### config.mk
export PLATFORM = sky130hd
export DESIGN_NAME = ad7124_ctrl
export DESIGN_NICKNAME = d
export VERILOG_FILES = /design/src/source/spi_pkg.sv /design/src/source/ad7124_pkg.sv /design/src/source/spi_frame_if.sv /design/src/source/spi_frame_master.sv /design/src/source/ad7124_sequencer.sv /design/src/source/ad7124_ctrl.sv
export SDC_FILE = /design/constraint.sdc
export NUM_CORES = 1
export LEC_CHECK = 0
export ABC_CLOCK_PERIOD_IN_PS = 3500
export BUFFER_PORTS_ARGS = -buffer_cell sky130_fd_sc_hd__buf_4
export CORE_AREA = 2 2 106 108
export CTS_BUF_LIST = sky130_fd_sc_hd__clkbuf_2
export CTS_CLUSTER_DIAMETER = 40
export DETAILED_ROUTE_END_ITERATION = 12
export DIE_AREA = 0 0 108 110
export PLACE_DENSITY = 0.58
export SLEW_MARGIN = 20
export SYNTH_ARGS = -nofsm -noshare
export SYNTH_HDL_FRONTEND = slang
export SYNTH_SLANG_ARGS = --single-unit
### constraint.sdc
create_clock -name PL_clk -period 3.5 [get_ports PL_clk]
set_input_delay 0.525 -clock PL_clk [delete_from_list [all_inputs] [get_ports PL_clk]]
set_output_delay 0.525 -clock PL_clk [all_outputs]
set_load 0.1 [all_outputs]
### src/source/spi_pkg.sv
package spi_pkg;

    ////////////////////////////////////////////////////////////
    // serial link shapes and timing
    ////////////////////////////////////////////////////////////

    // frame word, first bit on the wire sits in bit 31
    typedef logic [31:0] frame_t;

    // bits per frame, 1 to 32
    typedef logic [5:0] frame_len_t;

    // system clocks per half SCLK period
    localparam int SCLK_HALF = 4;

    // cs_n low to first SCLK edge, last SCLK edge to cs_n high
    localparam int CS_SETUP = 4;
    localparam int CS_HOLD  = 4;

    // idle clocks between two frames
    localparam int FRAME_GAP = 24;

    typedef logic [$clog2(FRAME_GAP + 1)-1:0] gap_cnt_t;

endpackage

### src/source/ad7124_pkg.sv
package ad7124_pkg;

    ////////////////////////////////////////////////////////////
    // register map of the AD7124 as used by this controller
    ////////////////////////////////////////////////////////////

    typedef logic [7:0]  cmd_t;
    typedef logic [23:0] sample_t;

    // comms byte, bit 6 selects read, low six bits the register
    localparam cmd_t CMD_WR_ADC_CONTROL  = 8'h01;
    localparam cmd_t CMD_WR_IO_CONTROL_1 = 8'h03;
    localparam cmd_t CMD_WR_CHANNEL_0    = 8'h09;
    localparam cmd_t CMD_WR_CONFIG_0     = 8'h19;
    localparam cmd_t CMD_WR_FILTER_0     = 8'h21;
    localparam cmd_t CMD_READ_STATUS     = 8'h40;
    localparam cmd_t CMD_READ_DATA       = 8'h42;

    localparam int NUM_CFG_WRITES = 5;

    // setup frames, MSB first, padded on the right to 32 bits
    localparam logic [31:0] CFG_WORD_0 = {CMD_WR_ADC_CONTROL, 16'h0080, 8'h00};
    localparam logic [31:0] CFG_WORD_1 = {CMD_WR_IO_CONTROL_1, 24'h0018C0};
    localparam logic [31:0] CFG_WORD_2 = {CMD_WR_CHANNEL_0, 16'h81CF, 8'h00};
    localparam logic [31:0] CFG_WORD_3 = {CMD_WR_CONFIG_0, 16'h09E1, 8'h00};
    localparam logic [31:0] CFG_WORD_4 = {CMD_WR_FILTER_0, 24'h0603C0};

    // 16 bit registers take 24 clocks, 24 bit registers 32
    localparam logic [5:0] CFG_LEN_0 = 6'd24;
    localparam logic [5:0] CFG_LEN_1 = 6'd32;
    localparam logic [5:0] CFG_LEN_2 = 6'd24;
    localparam logic [5:0] CFG_LEN_3 = 6'd24;
    localparam logic [5:0] CFG_LEN_4 = 6'd32;

    localparam logic [5:0] STATUS_LEN = 6'd16;
    localparam logic [5:0] DATA_LEN   = 6'd32;

    // RDY_N inside the status byte, low means conversion ready
    localparam int STATUS_RDY_N_BIT = 7;

    typedef enum logic [2:0] {
        SEQ_IDLE,
        SEQ_GAP,
        SEQ_CONFIG,
        SEQ_POLL,
        SEQ_READ,
        SEQ_FINISH,
        SEQ_HOLD
    } seq_state_t;

endpackage

### src/source/spi_frame_if.sv
`timescale 1ns/1ps

interface spi_frame_if;

    // request side, valid/ready handshake
    logic                req_valid;
    logic                req_ready;
    spi_pkg::frame_t     tx_word;
    spi_pkg::frame_len_t tx_len;

    // response side, single pulse when cs_n rises
    spi_pkg::frame_t     rx_word;
    logic                rx_valid;

    modport seq (
        output req_valid,
        output tx_word,
        output tx_len,
        input  req_ready,
        input  rx_word,
        input  rx_valid
    );

    modport master (
        input  req_valid,
        input  tx_word,
        input  tx_len,
        output req_ready,
        output rx_word,
        output rx_valid
    );

endinterface

### src/source/spi_frame_master.sv
`timescale 1ns/1ps

module spi_frame_master (
    input  logic        PL_clk,
    input  logic        rst,
    spi_frame_if.master bus,
    input  logic        sdo,
    output logic        cs_n,
    output logic        sclk,
    output logic        sdi
);

    typedef enum logic [2:0] {
        M_IDLE,
        M_SETUP,
        M_LOW,
        M_HIGH,
        M_HOLD
    } master_state_t;

    master_state_t       state;
    logic [3:0]          tick;
    spi_pkg::frame_len_t bits_left;
    spi_pkg::frame_t     tx_sh;
    spi_pkg::frame_t     rx_sh;
    logic                accept;
    logic                tick_done;
    logic                fall_edge;
    logic                rise_edge;

    assign bus.req_ready = (state == M_IDLE);
    assign accept        = bus.req_valid && bus.req_ready;
    assign tick_done     = (tick == '0);

    // SCLK falls after setup and after every high phase but the last
    assign fall_edge = tick_done && ((state == M_SETUP) ||
                       ((state == M_HIGH) && (bits_left != 'd1)));
    assign rise_edge = tick_done && (state == M_LOW);

    // received bits, right aligned, cleared at accept
    assign bus.rx_word = rx_sh;

    ////////////////////////////////////////////////////////////
    // framing and clock generation
    ////////////////////////////////////////////////////////////

    always_ff @(posedge PL_clk or negedge rst) begin
        if (!rst) begin
            state        <= M_IDLE;
            tick         <= '0;
            bits_left    <= '0;
            cs_n         <= 1'b1;
            sclk         <= 1'b1;
            sdi          <= 1'b1;
            bus.rx_valid <= 1'b0;
        end else begin
            bus.rx_valid <= 1'b0;
            // new bit on the wire with every falling SCLK
            if (fall_edge) begin
                sdi <= tx_sh[31];
            end
            case (state)
                M_IDLE: begin
                    if (accept) begin
                        state     <= M_SETUP;
                        cs_n      <= 1'b0;
                        tick      <= 4'(spi_pkg::CS_SETUP - 1);
                        bits_left <= bus.tx_len;
                    end
                end
                M_SETUP: begin
                    if (tick_done) begin
                        state <= M_LOW;
                        sclk  <= 1'b0;
                        tick  <= 4'(spi_pkg::SCLK_HALF - 1);
                    end else begin
                        tick <= tick - 1'b1;
                    end
                end
                M_LOW: begin
                    if (tick_done) begin
                        state <= M_HIGH;
                        sclk  <= 1'b1;
                        tick  <= 4'(spi_pkg::SCLK_HALF - 1);
                    end else begin
                        tick <= tick - 1'b1;
                    end
                end
                M_HIGH: begin
                    if (tick_done) begin
                        bits_left <= bits_left - 1'b1;
                        if (bits_left == 'd1) begin
                            // last bit done, SCLK stays high
                            state <= M_HOLD;
                            tick  <= 4'(spi_pkg::CS_HOLD - 1);
                        end else begin
                            state <= M_LOW;
                            sclk  <= 1'b0;
                            tick  <= 4'(spi_pkg::SCLK_HALF - 1);
                        end
                    end else begin
                        tick <= tick - 1'b1;
                    end
                end
                M_HOLD: begin
                    if (tick_done) begin
                        state        <= M_IDLE;
                        cs_n         <= 1'b1;
                        bus.rx_valid <= 1'b1;
                    end else begin
                        tick <= tick - 1'b1;
                    end
                end
                default: state <= M_IDLE;
            endcase
        end
    end

    // shift registers, tx moves on falling SCLK, rx samples on rising
    always_ff @(posedge PL_clk) begin
        if (accept) begin
            tx_sh <= bus.tx_word;
            rx_sh <= '0;
        end else begin
            if (fall_edge) begin
                tx_sh <= {tx_sh[30:0], 1'b0};
            end
            if (rise_edge) begin
                rx_sh <= {rx_sh[30:0], sdo};
            end
        end
    end

endmodule

### src/source/ad7124_sequencer.sv
`timescale 1ns/1ps

module ad7124_sequencer (
    input  logic                PL_clk,
    input  logic                rst,
    input  logic                start,
    spi_frame_if.seq            bus,
    output ad7124_pkg::sample_t sample,
    output logic                sample_valid,
    output logic                done
);

    ad7124_pkg::seq_state_t state;
    ad7124_pkg::seq_state_t next_phase;
    spi_pkg::gap_cnt_t      gap_cnt;
    logic [2:0]             cfg_idx;
    ad7124_pkg::cmd_t       rd_cmd;
    logic                   accept;
    logic                   status_ready;
    logic                   last_cfg;

    assign accept       = bus.req_valid && bus.req_ready;
    // status byte sits in the low eight bits of a 16 bit frame
    assign status_ready = !bus.rx_word[ad7124_pkg::STATUS_RDY_N_BIT];
    assign last_cfg     = (cfg_idx == 3'(ad7124_pkg::NUM_CFG_WRITES - 1));

    ////////////////////////////////////////////////////////////
    // frame contents, stable for as long as the state holds
    ////////////////////////////////////////////////////////////

    always_comb begin
        rd_cmd = (state == ad7124_pkg::SEQ_READ) ? ad7124_pkg::CMD_READ_DATA
                                                 : ad7124_pkg::CMD_READ_STATUS;
        bus.tx_word = {rd_cmd, 24'h000000};
        bus.tx_len  = (state == ad7124_pkg::SEQ_READ) ? ad7124_pkg::DATA_LEN
                                                      : ad7124_pkg::STATUS_LEN;
        if (state == ad7124_pkg::SEQ_CONFIG) begin
            case (cfg_idx)
                3'd0: begin
                    bus.tx_word = ad7124_pkg::CFG_WORD_0;
                    bus.tx_len  = ad7124_pkg::CFG_LEN_0;
                end
                3'd1: begin
                    bus.tx_word = ad7124_pkg::CFG_WORD_1;
                    bus.tx_len  = ad7124_pkg::CFG_LEN_1;
                end
                3'd2: begin
                    bus.tx_word = ad7124_pkg::CFG_WORD_2;
                    bus.tx_len  = ad7124_pkg::CFG_LEN_2;
                end
                3'd3: begin
                    bus.tx_word = ad7124_pkg::CFG_WORD_3;
                    bus.tx_len  = ad7124_pkg::CFG_LEN_3;
                end
                default: begin
                    bus.tx_word = ad7124_pkg::CFG_WORD_4;
                    bus.tx_len  = ad7124_pkg::CFG_LEN_4;
                end
            endcase
        end
    end

    ////////////////////////////////////////////////////////////
    // acquisition FSM
    ////////////////////////////////////////////////////////////

    always_ff @(posedge PL_clk or negedge rst) begin
        if (!rst) begin
            state         <= ad7124_pkg::SEQ_IDLE;
            next_phase    <= ad7124_pkg::SEQ_CONFIG;
            gap_cnt       <= '0;
            cfg_idx       <= '0;
            bus.req_valid <= 1'b0;
            sample_valid  <= 1'b0;
            done          <= 1'b0;
        end else begin
            sample_valid <= 1'b0;
            // engine is idle whenever we ask, so accept comes at once
            if (accept) begin
                bus.req_valid <= 1'b0;
            end
            case (state)
                ad7124_pkg::SEQ_IDLE: begin
                    if (start) begin
                        state      <= ad7124_pkg::SEQ_GAP;
                        next_phase <= ad7124_pkg::SEQ_CONFIG;
                        cfg_idx    <= '0;
                        gap_cnt    <= spi_pkg::gap_cnt_t'(spi_pkg::FRAME_GAP - 1);
                    end
                end
                ad7124_pkg::SEQ_GAP: begin
                    if (!start) begin
                        state <= ad7124_pkg::SEQ_IDLE;
                    end else if (gap_cnt == '0) begin
                        state         <= next_phase;
                        bus.req_valid <= 1'b1;
                    end else begin
                        gap_cnt <= gap_cnt - 1'b1;
                    end
                end
                ad7124_pkg::SEQ_CONFIG: begin
                    if (bus.rx_valid) begin
                        state   <= start ? ad7124_pkg::SEQ_GAP : ad7124_pkg::SEQ_IDLE;
                        gap_cnt <= spi_pkg::gap_cnt_t'(spi_pkg::FRAME_GAP - 1);
                        if (last_cfg) begin
                            next_phase <= ad7124_pkg::SEQ_POLL;
                        end else begin
                            next_phase <= ad7124_pkg::SEQ_CONFIG;
                            cfg_idx    <= cfg_idx + 3'd1;
                        end
                    end
                end
                ad7124_pkg::SEQ_POLL: begin
                    // poll again until RDY_N reads low
                    if (bus.rx_valid) begin
                        state      <= start ? ad7124_pkg::SEQ_GAP : ad7124_pkg::SEQ_IDLE;
                        gap_cnt    <= spi_pkg::gap_cnt_t'(spi_pkg::FRAME_GAP - 1);
                        next_phase <= status_ready ? ad7124_pkg::SEQ_READ
                                                   : ad7124_pkg::SEQ_POLL;
                    end
                end
                ad7124_pkg::SEQ_READ: begin
                    if (bus.rx_valid) begin
                        if (start) begin
                            sample_valid <= 1'b1;
                            state        <= ad7124_pkg::SEQ_FINISH;
                        end else begin
                            state <= ad7124_pkg::SEQ_IDLE;
                        end
                    end
                end
                ad7124_pkg::SEQ_FINISH: begin
                    done  <= 1'b1;
                    state <= ad7124_pkg::SEQ_HOLD;
                end
                ad7124_pkg::SEQ_HOLD: begin
                    // single shot, wait here until start drops
                    if (!start) begin
                        done  <= 1'b0;
                        state <= ad7124_pkg::SEQ_IDLE;
                    end
                end
                default: state <= ad7124_pkg::SEQ_IDLE;
            endcase
        end
    end

    // low 24 bits of the data frame are the conversion result
    always_ff @(posedge PL_clk) begin
        if ((state == ad7124_pkg::SEQ_READ) && bus.rx_valid) begin
            sample <= bus.rx_word[23:0];
        end
    end

endmodule

### src/source/ad7124_ctrl.sv
`timescale 1ns/1ps

module ad7124_ctrl (
    input  logic                PL_clk,
    input  logic                rst,
    input  logic                start,
    input  logic                tc_sdo,
    output logic                tc_cs_n,
    output logic                tc_sclk,
    output logic                tc_sdi,
    output ad7124_pkg::sample_t sample,
    output logic                sample_valid,
    output logic                done
);

    ////////////////////////////////////////////////////////////
    // sequencer to frame engine link
    ////////////////////////////////////////////////////////////

    spi_frame_if frame_bus ();

    // register writes, status polls, data read
    ad7124_sequencer seq0 (
        .PL_clk       (PL_clk),
        .rst          (rst),
        .start        (start),
        .bus          (frame_bus.seq),
        .sample       (sample),
        .sample_valid (sample_valid),
        .done         (done)
    );

    // one mode 3 SPI frame per request
    spi_frame_master spi0 (
        .PL_clk (PL_clk),
        .rst    (rst),
        .bus    (frame_bus.master),
        .sdo    (tc_sdo),
        .cs_n   (tc_cs_n),
        .sclk   (tc_sclk),
        .sdi    (tc_sdi)
    );

endmodule

==> results.txt <==
- The flow ran to the end, and the final reports show no timing, DRC or antenna violations.
- Of the total power, the clock network draws 0.265.
- Worst Setup Path Type: flop to flop
* Number of core rows: 38
* Area overhead of the layout relative to synthesis: 8.74%
* Number of distinct library cell variants in the gate-level netlist after synthesis: 64
* Number of primary I/O pins: 33
* Count of hold-fix buffers inserted at cts: 1
* Type of origin of the critical path: flop
- Post-place instance area: around 0.0050 mm²
* Clk_skew: between 0.04 and 0.05 ns
- Of the total power, the share spent switching nets is 0.297.
- Maximum number of pins on one net before global-route repair: 66
- Clock H-tree levels: 3
* Register area share after synthesis: 0.596
- Dividing the final minimum period by the clock period gives 0.685.
- 1st-iter DRT viols: approximately 120
- Synthesized-area fraction occupied by ao, oa, aoi and oai cells: 0.138
* Internal power consumption: 1.58 mW
* Top-area cell type share of the netlist area: 0.315
* Worst Tran Pin Value: between 0.6 and 0.7 ns
* Clock sink count: roughly 110
* Vias in the first global route: around 2900
- Power spread over the standard cell area amounts to 435 mW/mm².
* Per-cell routed wire length: around 14 µm
* Mean number of vias per cell: roughly 5.3
- Highest clock rate: around 420 MHz
- Leakage: roughly 2.1 nW
- Sorting the synthesized cells by how often they occur yields sky130_fd_sc_hd__nand2_1 (85), sky130_fd_sc_hd__edfxtp_1 (50), sky130_fd_sc_hd__o21ai_0 (40).
* Mean instance size in the synthesized netlist: around 11 µm²
- In this run the critical register-to-register path is captured at spi0.tx_sh[15]$_DFFE_PP_.
- Of the total synthesized cell area, the portion taken by AND, OR, NAND and NOR gates is 0.180.
- The die covers ~0.012 mm².
* Worst-skew pair later-pin latency: between 0.5 and 0.6 ns
* Adder-cell area share of the yosys netlist: 0.0284
- In this run the tightest slew margin relative to its limit is 0.555.
- The worst register-to-register path has a setup slack of 1.10 ns.
* Global-route wire length before repair: between 10 and 15 mm
- Net switching power figure: 0.668 mW
* Data required time at the worst endpoint: 3.76 ns
- In this run the tool buffered the top-level ports with 32 buffer cells.
* Mux contribution to synthesized area: 0.00683
- The number of antenna violations at the first check in global routing is 0.
- Summed over all nets, the half-perimeter wirelength after detailed placement is 5.58 mm.
- Most repeated cell in the gate-level netlist after synthesis: sky130_fd_sc_hd__nand2_1
* Final antenna diode count: 0
* Total negative slack: 0 ns
- Max cap viols: 0
- Fillers: about 1000
- For the worst flop-to-flop path, the logic depth is 7.
* Share of final-layout standard cells stronger than drive strength 1: 0.153
* Clk slew on worst S/H paths: approximately 0.35 ns
* First-pass iteration count of the detailed router: 4
* Critical Path Sink: spi0.tx_sh[15]$_DFFE_PP_
- In this run the clock root is driven by a sky130_fd_sc_hd__clkbuf_2.
- Counting every instance in the synthesized netlist gives between 400 and 500.
* Overall Global Routing Usage: 0.153
- Yosys warning total: 0
* Horiz. Die Dim: 108 µm
- Min cycle time layout: 2.40 ns
- Critical-path maximum fanout: 26
- R2R Path Start: spi0.tick[0]$_DFFE_PN0P_
* Final design instance area without fill: 0.00518 mm²
* Crit path from: spi0.tick[0]$_DFFE_PN0P_
- The core region is 0.0107 mm².
* Synthesized-area fraction occupied by xor and xnor cells: 0.00184
- Global placement routability congestion: ~0.83
- Summed over all layers, the global routing overflow is 0.
- Combinational power share: 0.096
- Setup violations remaining at the end of the flow were counted as 0.
- Counting tap cells, the placed design contains a total of 588 instances.
* Total via count in the routed design: between 3000 and 4000
- Share of flip-flops with an asynchronous set or reset after synthesis: 0.315
* Unrepaired setup endpoints after global routing: false
* Net count after synthesis: between 400 and 500
* Wire length after detailed routing: 8.46 mm
- Starting utilization of the core area: 0.445
- No sink is reached through more buffers than the 2 on the longest clock path.
- Largest vdd supply drop: ~0.34 mV
* Number of pins with negative max-slew slack in the final report: 0
* TritonCTS clock tree: built
- Combined area of all synthesized cells: 0.00476 mm²
* Fin nets: 474
- Number of synthesized flops with an enable pin: 50
- For this run, the leading register cell type out of synthesis is sky130_fd_sc_hd__edfxtp_1.
* Synth Register Bits: between 100 and 150
* DIE HEIGHT: ~110 µm
- DRC viols: 0
- Biggest area consumer among synthesized cells: sky130_fd_sc_hd__edfxtp_1
- After the flow finishes, the layout carries non-filler instances totaling between 600 and 700.
- Number of resized instances in the post-cts repair step: 0
- Number of hold violations in the final report: 0
* Number of setup buffers added after CTS: 0
- Data arrival time at the worst-slack endpoint: approximately 2.7 ns
* Number of buffers inserted during clock tree synthesis: 9
- In this run the worst hold path is classified as primary input to flop.
- Number of routed nets with antenna violations: 0
* Combinational family with the most area after synthesis: simple AND/OR/NAND/NOR gates
* Proportion of power drawn by flip-flops and latches: 0.639
- Critical Path Sink Type: flop
* Largest cells by area after synthesis: sky130_fd_sc_hd__edfxtp_1 (32%), sky130_fd_sc_hd__dfrtp_1 (16%), sky130_fd_sc_hd__dfxtp_1 (10%)
==> placed cells by master (no fill, tap or decap), drive strengths merged, types with 3 or more instances in the layout <==
cell	Yosys	final
nor3	3	3
nand3	17	17
nor4b	3	3
edfxtp	50	50
clkinv	0	4
o21a	3	3
nand2	85	85
o41ai	3	3
a21oi	15	15
nor2	21	21
nor3b	3	3
or2	3	3
dfrtp	30	30
clkbuf	14	9
nor2b	7	7
a221oi	3	3
dfstp	4	4
nor4	3	3
or3b	3	3
o2bb2ai	3	3
a31oi	4	4
ha	10	10
nand2b	5	5
inv	16	19
a21boi	3	3
buf	12	36
a21o	8	8
a22o	6	6
o21ai	40	40
and2	6	6
dfxtp	24	24
==> kinds of logic after synthesis <==
group,after synthesis
muxes,3
adders and majority gates,11
buffers and inverters,42
and+or+nand+nor,171
AOI/OAI and AO/OA,102
xor gates and xnor gates,1
DFF,108
==> stage by stage <==
stage	util	power, mW	worst slack (ns)	hold WS [ns]
4_1_cts	0.484	2.28	1.09	0.0746
6_report	0.484	2.25	1.10	0.126
5_1_grt	0.484	2.37	0.873	0.0688
2_1_floorplan	-	1.62	0.399	0.229
3_5_place_dp	0.471	1.68	1.19	0.415
3_3_place_gp	0.471	1.67	1.23	0.417
==> how the worst min path moves through the flow <==
| stage | startpoint | endpoint | slack [ns] | cells past startpoint |
|---|---|---|---|---|
| floorplan | rst | seq0.bus.req_valid$_DFF_PN0_ | 0.23 | 0 |
| global placement | spi0.bus.rx_word[23]$_SDFFE_PN0P_ | seq0.sample[23]$_DFFE_PP_ | 0.42 | 0 |
| detailed placement | spi0.bus.rx_word[23]$_SDFFE_PN0P_ | seq0.sample[23]$_DFFE_PP_ | 0.41 | 0 |
| CTS | tc_sdo | spi0.bus.rx_word[0]$_SDFFE_PN0P_ | 0.07 | 3 |
| global route | tc_sdo | spi0.bus.rx_word[0]$_SDFFE_PN0P_ | 0.07 | 3 |
| finish | tc_sdo | spi0.bus.rx_word[0]$_SDFFE_PN0P_ | 0.13 | 3 |
==> final cells by class <==
class / instances / area, µm² / share of cell area
Sequential cell: 108 / 2840 / 0.548
Multi-Input combinational cell: 288 / 1700 / 0.327
Timing Repair Buffer: 37 / 280 / 0.0541
Tap cell: 140 / 175 / 0.0338
Clock inverter: 7 / 86.3 / 0.0167
Inverter: 16 / 60.1 / 0.0116
Clock buffer: 9 / 45.0 / 0.00869
==> power by group through the flow <==
stage	registers (mW)	logic, mW	clock network (mW)
after floorplan	1.41	0.208	0
after global placement	1.46	0.211	0
after detailed placement	1.46	0.218	0
after CTS	1.44	0.219	0.619
after global routing	1.45	0.249	0.669
final	1.44	0.217	0.597
==> per-layer routing <==
metal  global-route usage  wire [µm]  part of all wire
met1                0.221       4150              0.49
met5                    0          0                 0
met3               0.0223        337             0.040
met4               0.0595         86             0.010
met2                0.235       3890              0.46
==> worst max-delay path: stages (launching register included) <==
cell                      delay (ns)
sky130_fd_sc_hd__dfrtp_1        0.48
sky130_fd_sc_hd__inv_1          0.12
sky130_fd_sc_hd__ha_1           0.17
sky130_fd_sc_hd__or3b_1         0.47
sky130_fd_sc_hd__nor2_1         0.24
sky130_fd_sc_hd__nand3_1        0.15
sky130_fd_sc_hd__nand2_1        0.11
sky130_fd_sc_hd__buf_4          0.33
==> flip-flops by register name, indices dropped and copies added, names as in the netlist <==
register and count:
seq0.bus.req_valid 1, seq0.cfg_idx 3, seq0.done 1, seq0.gap_cnt 5
seq0.next_phase 3, seq0.sample 24, seq0.sample_valid 1, seq0.state 3
spi0.bits_left 6, spi0.bus.rx_valid 1, spi0.bus.rx_word 24, spi0.cs_n 1
spi0.sclk 1, spi0.sdi 1, spi0.state 3, spi0.tick 4
spi0.tx_sh 26
No activity file was read; power rests on OpenSTA's default activity.
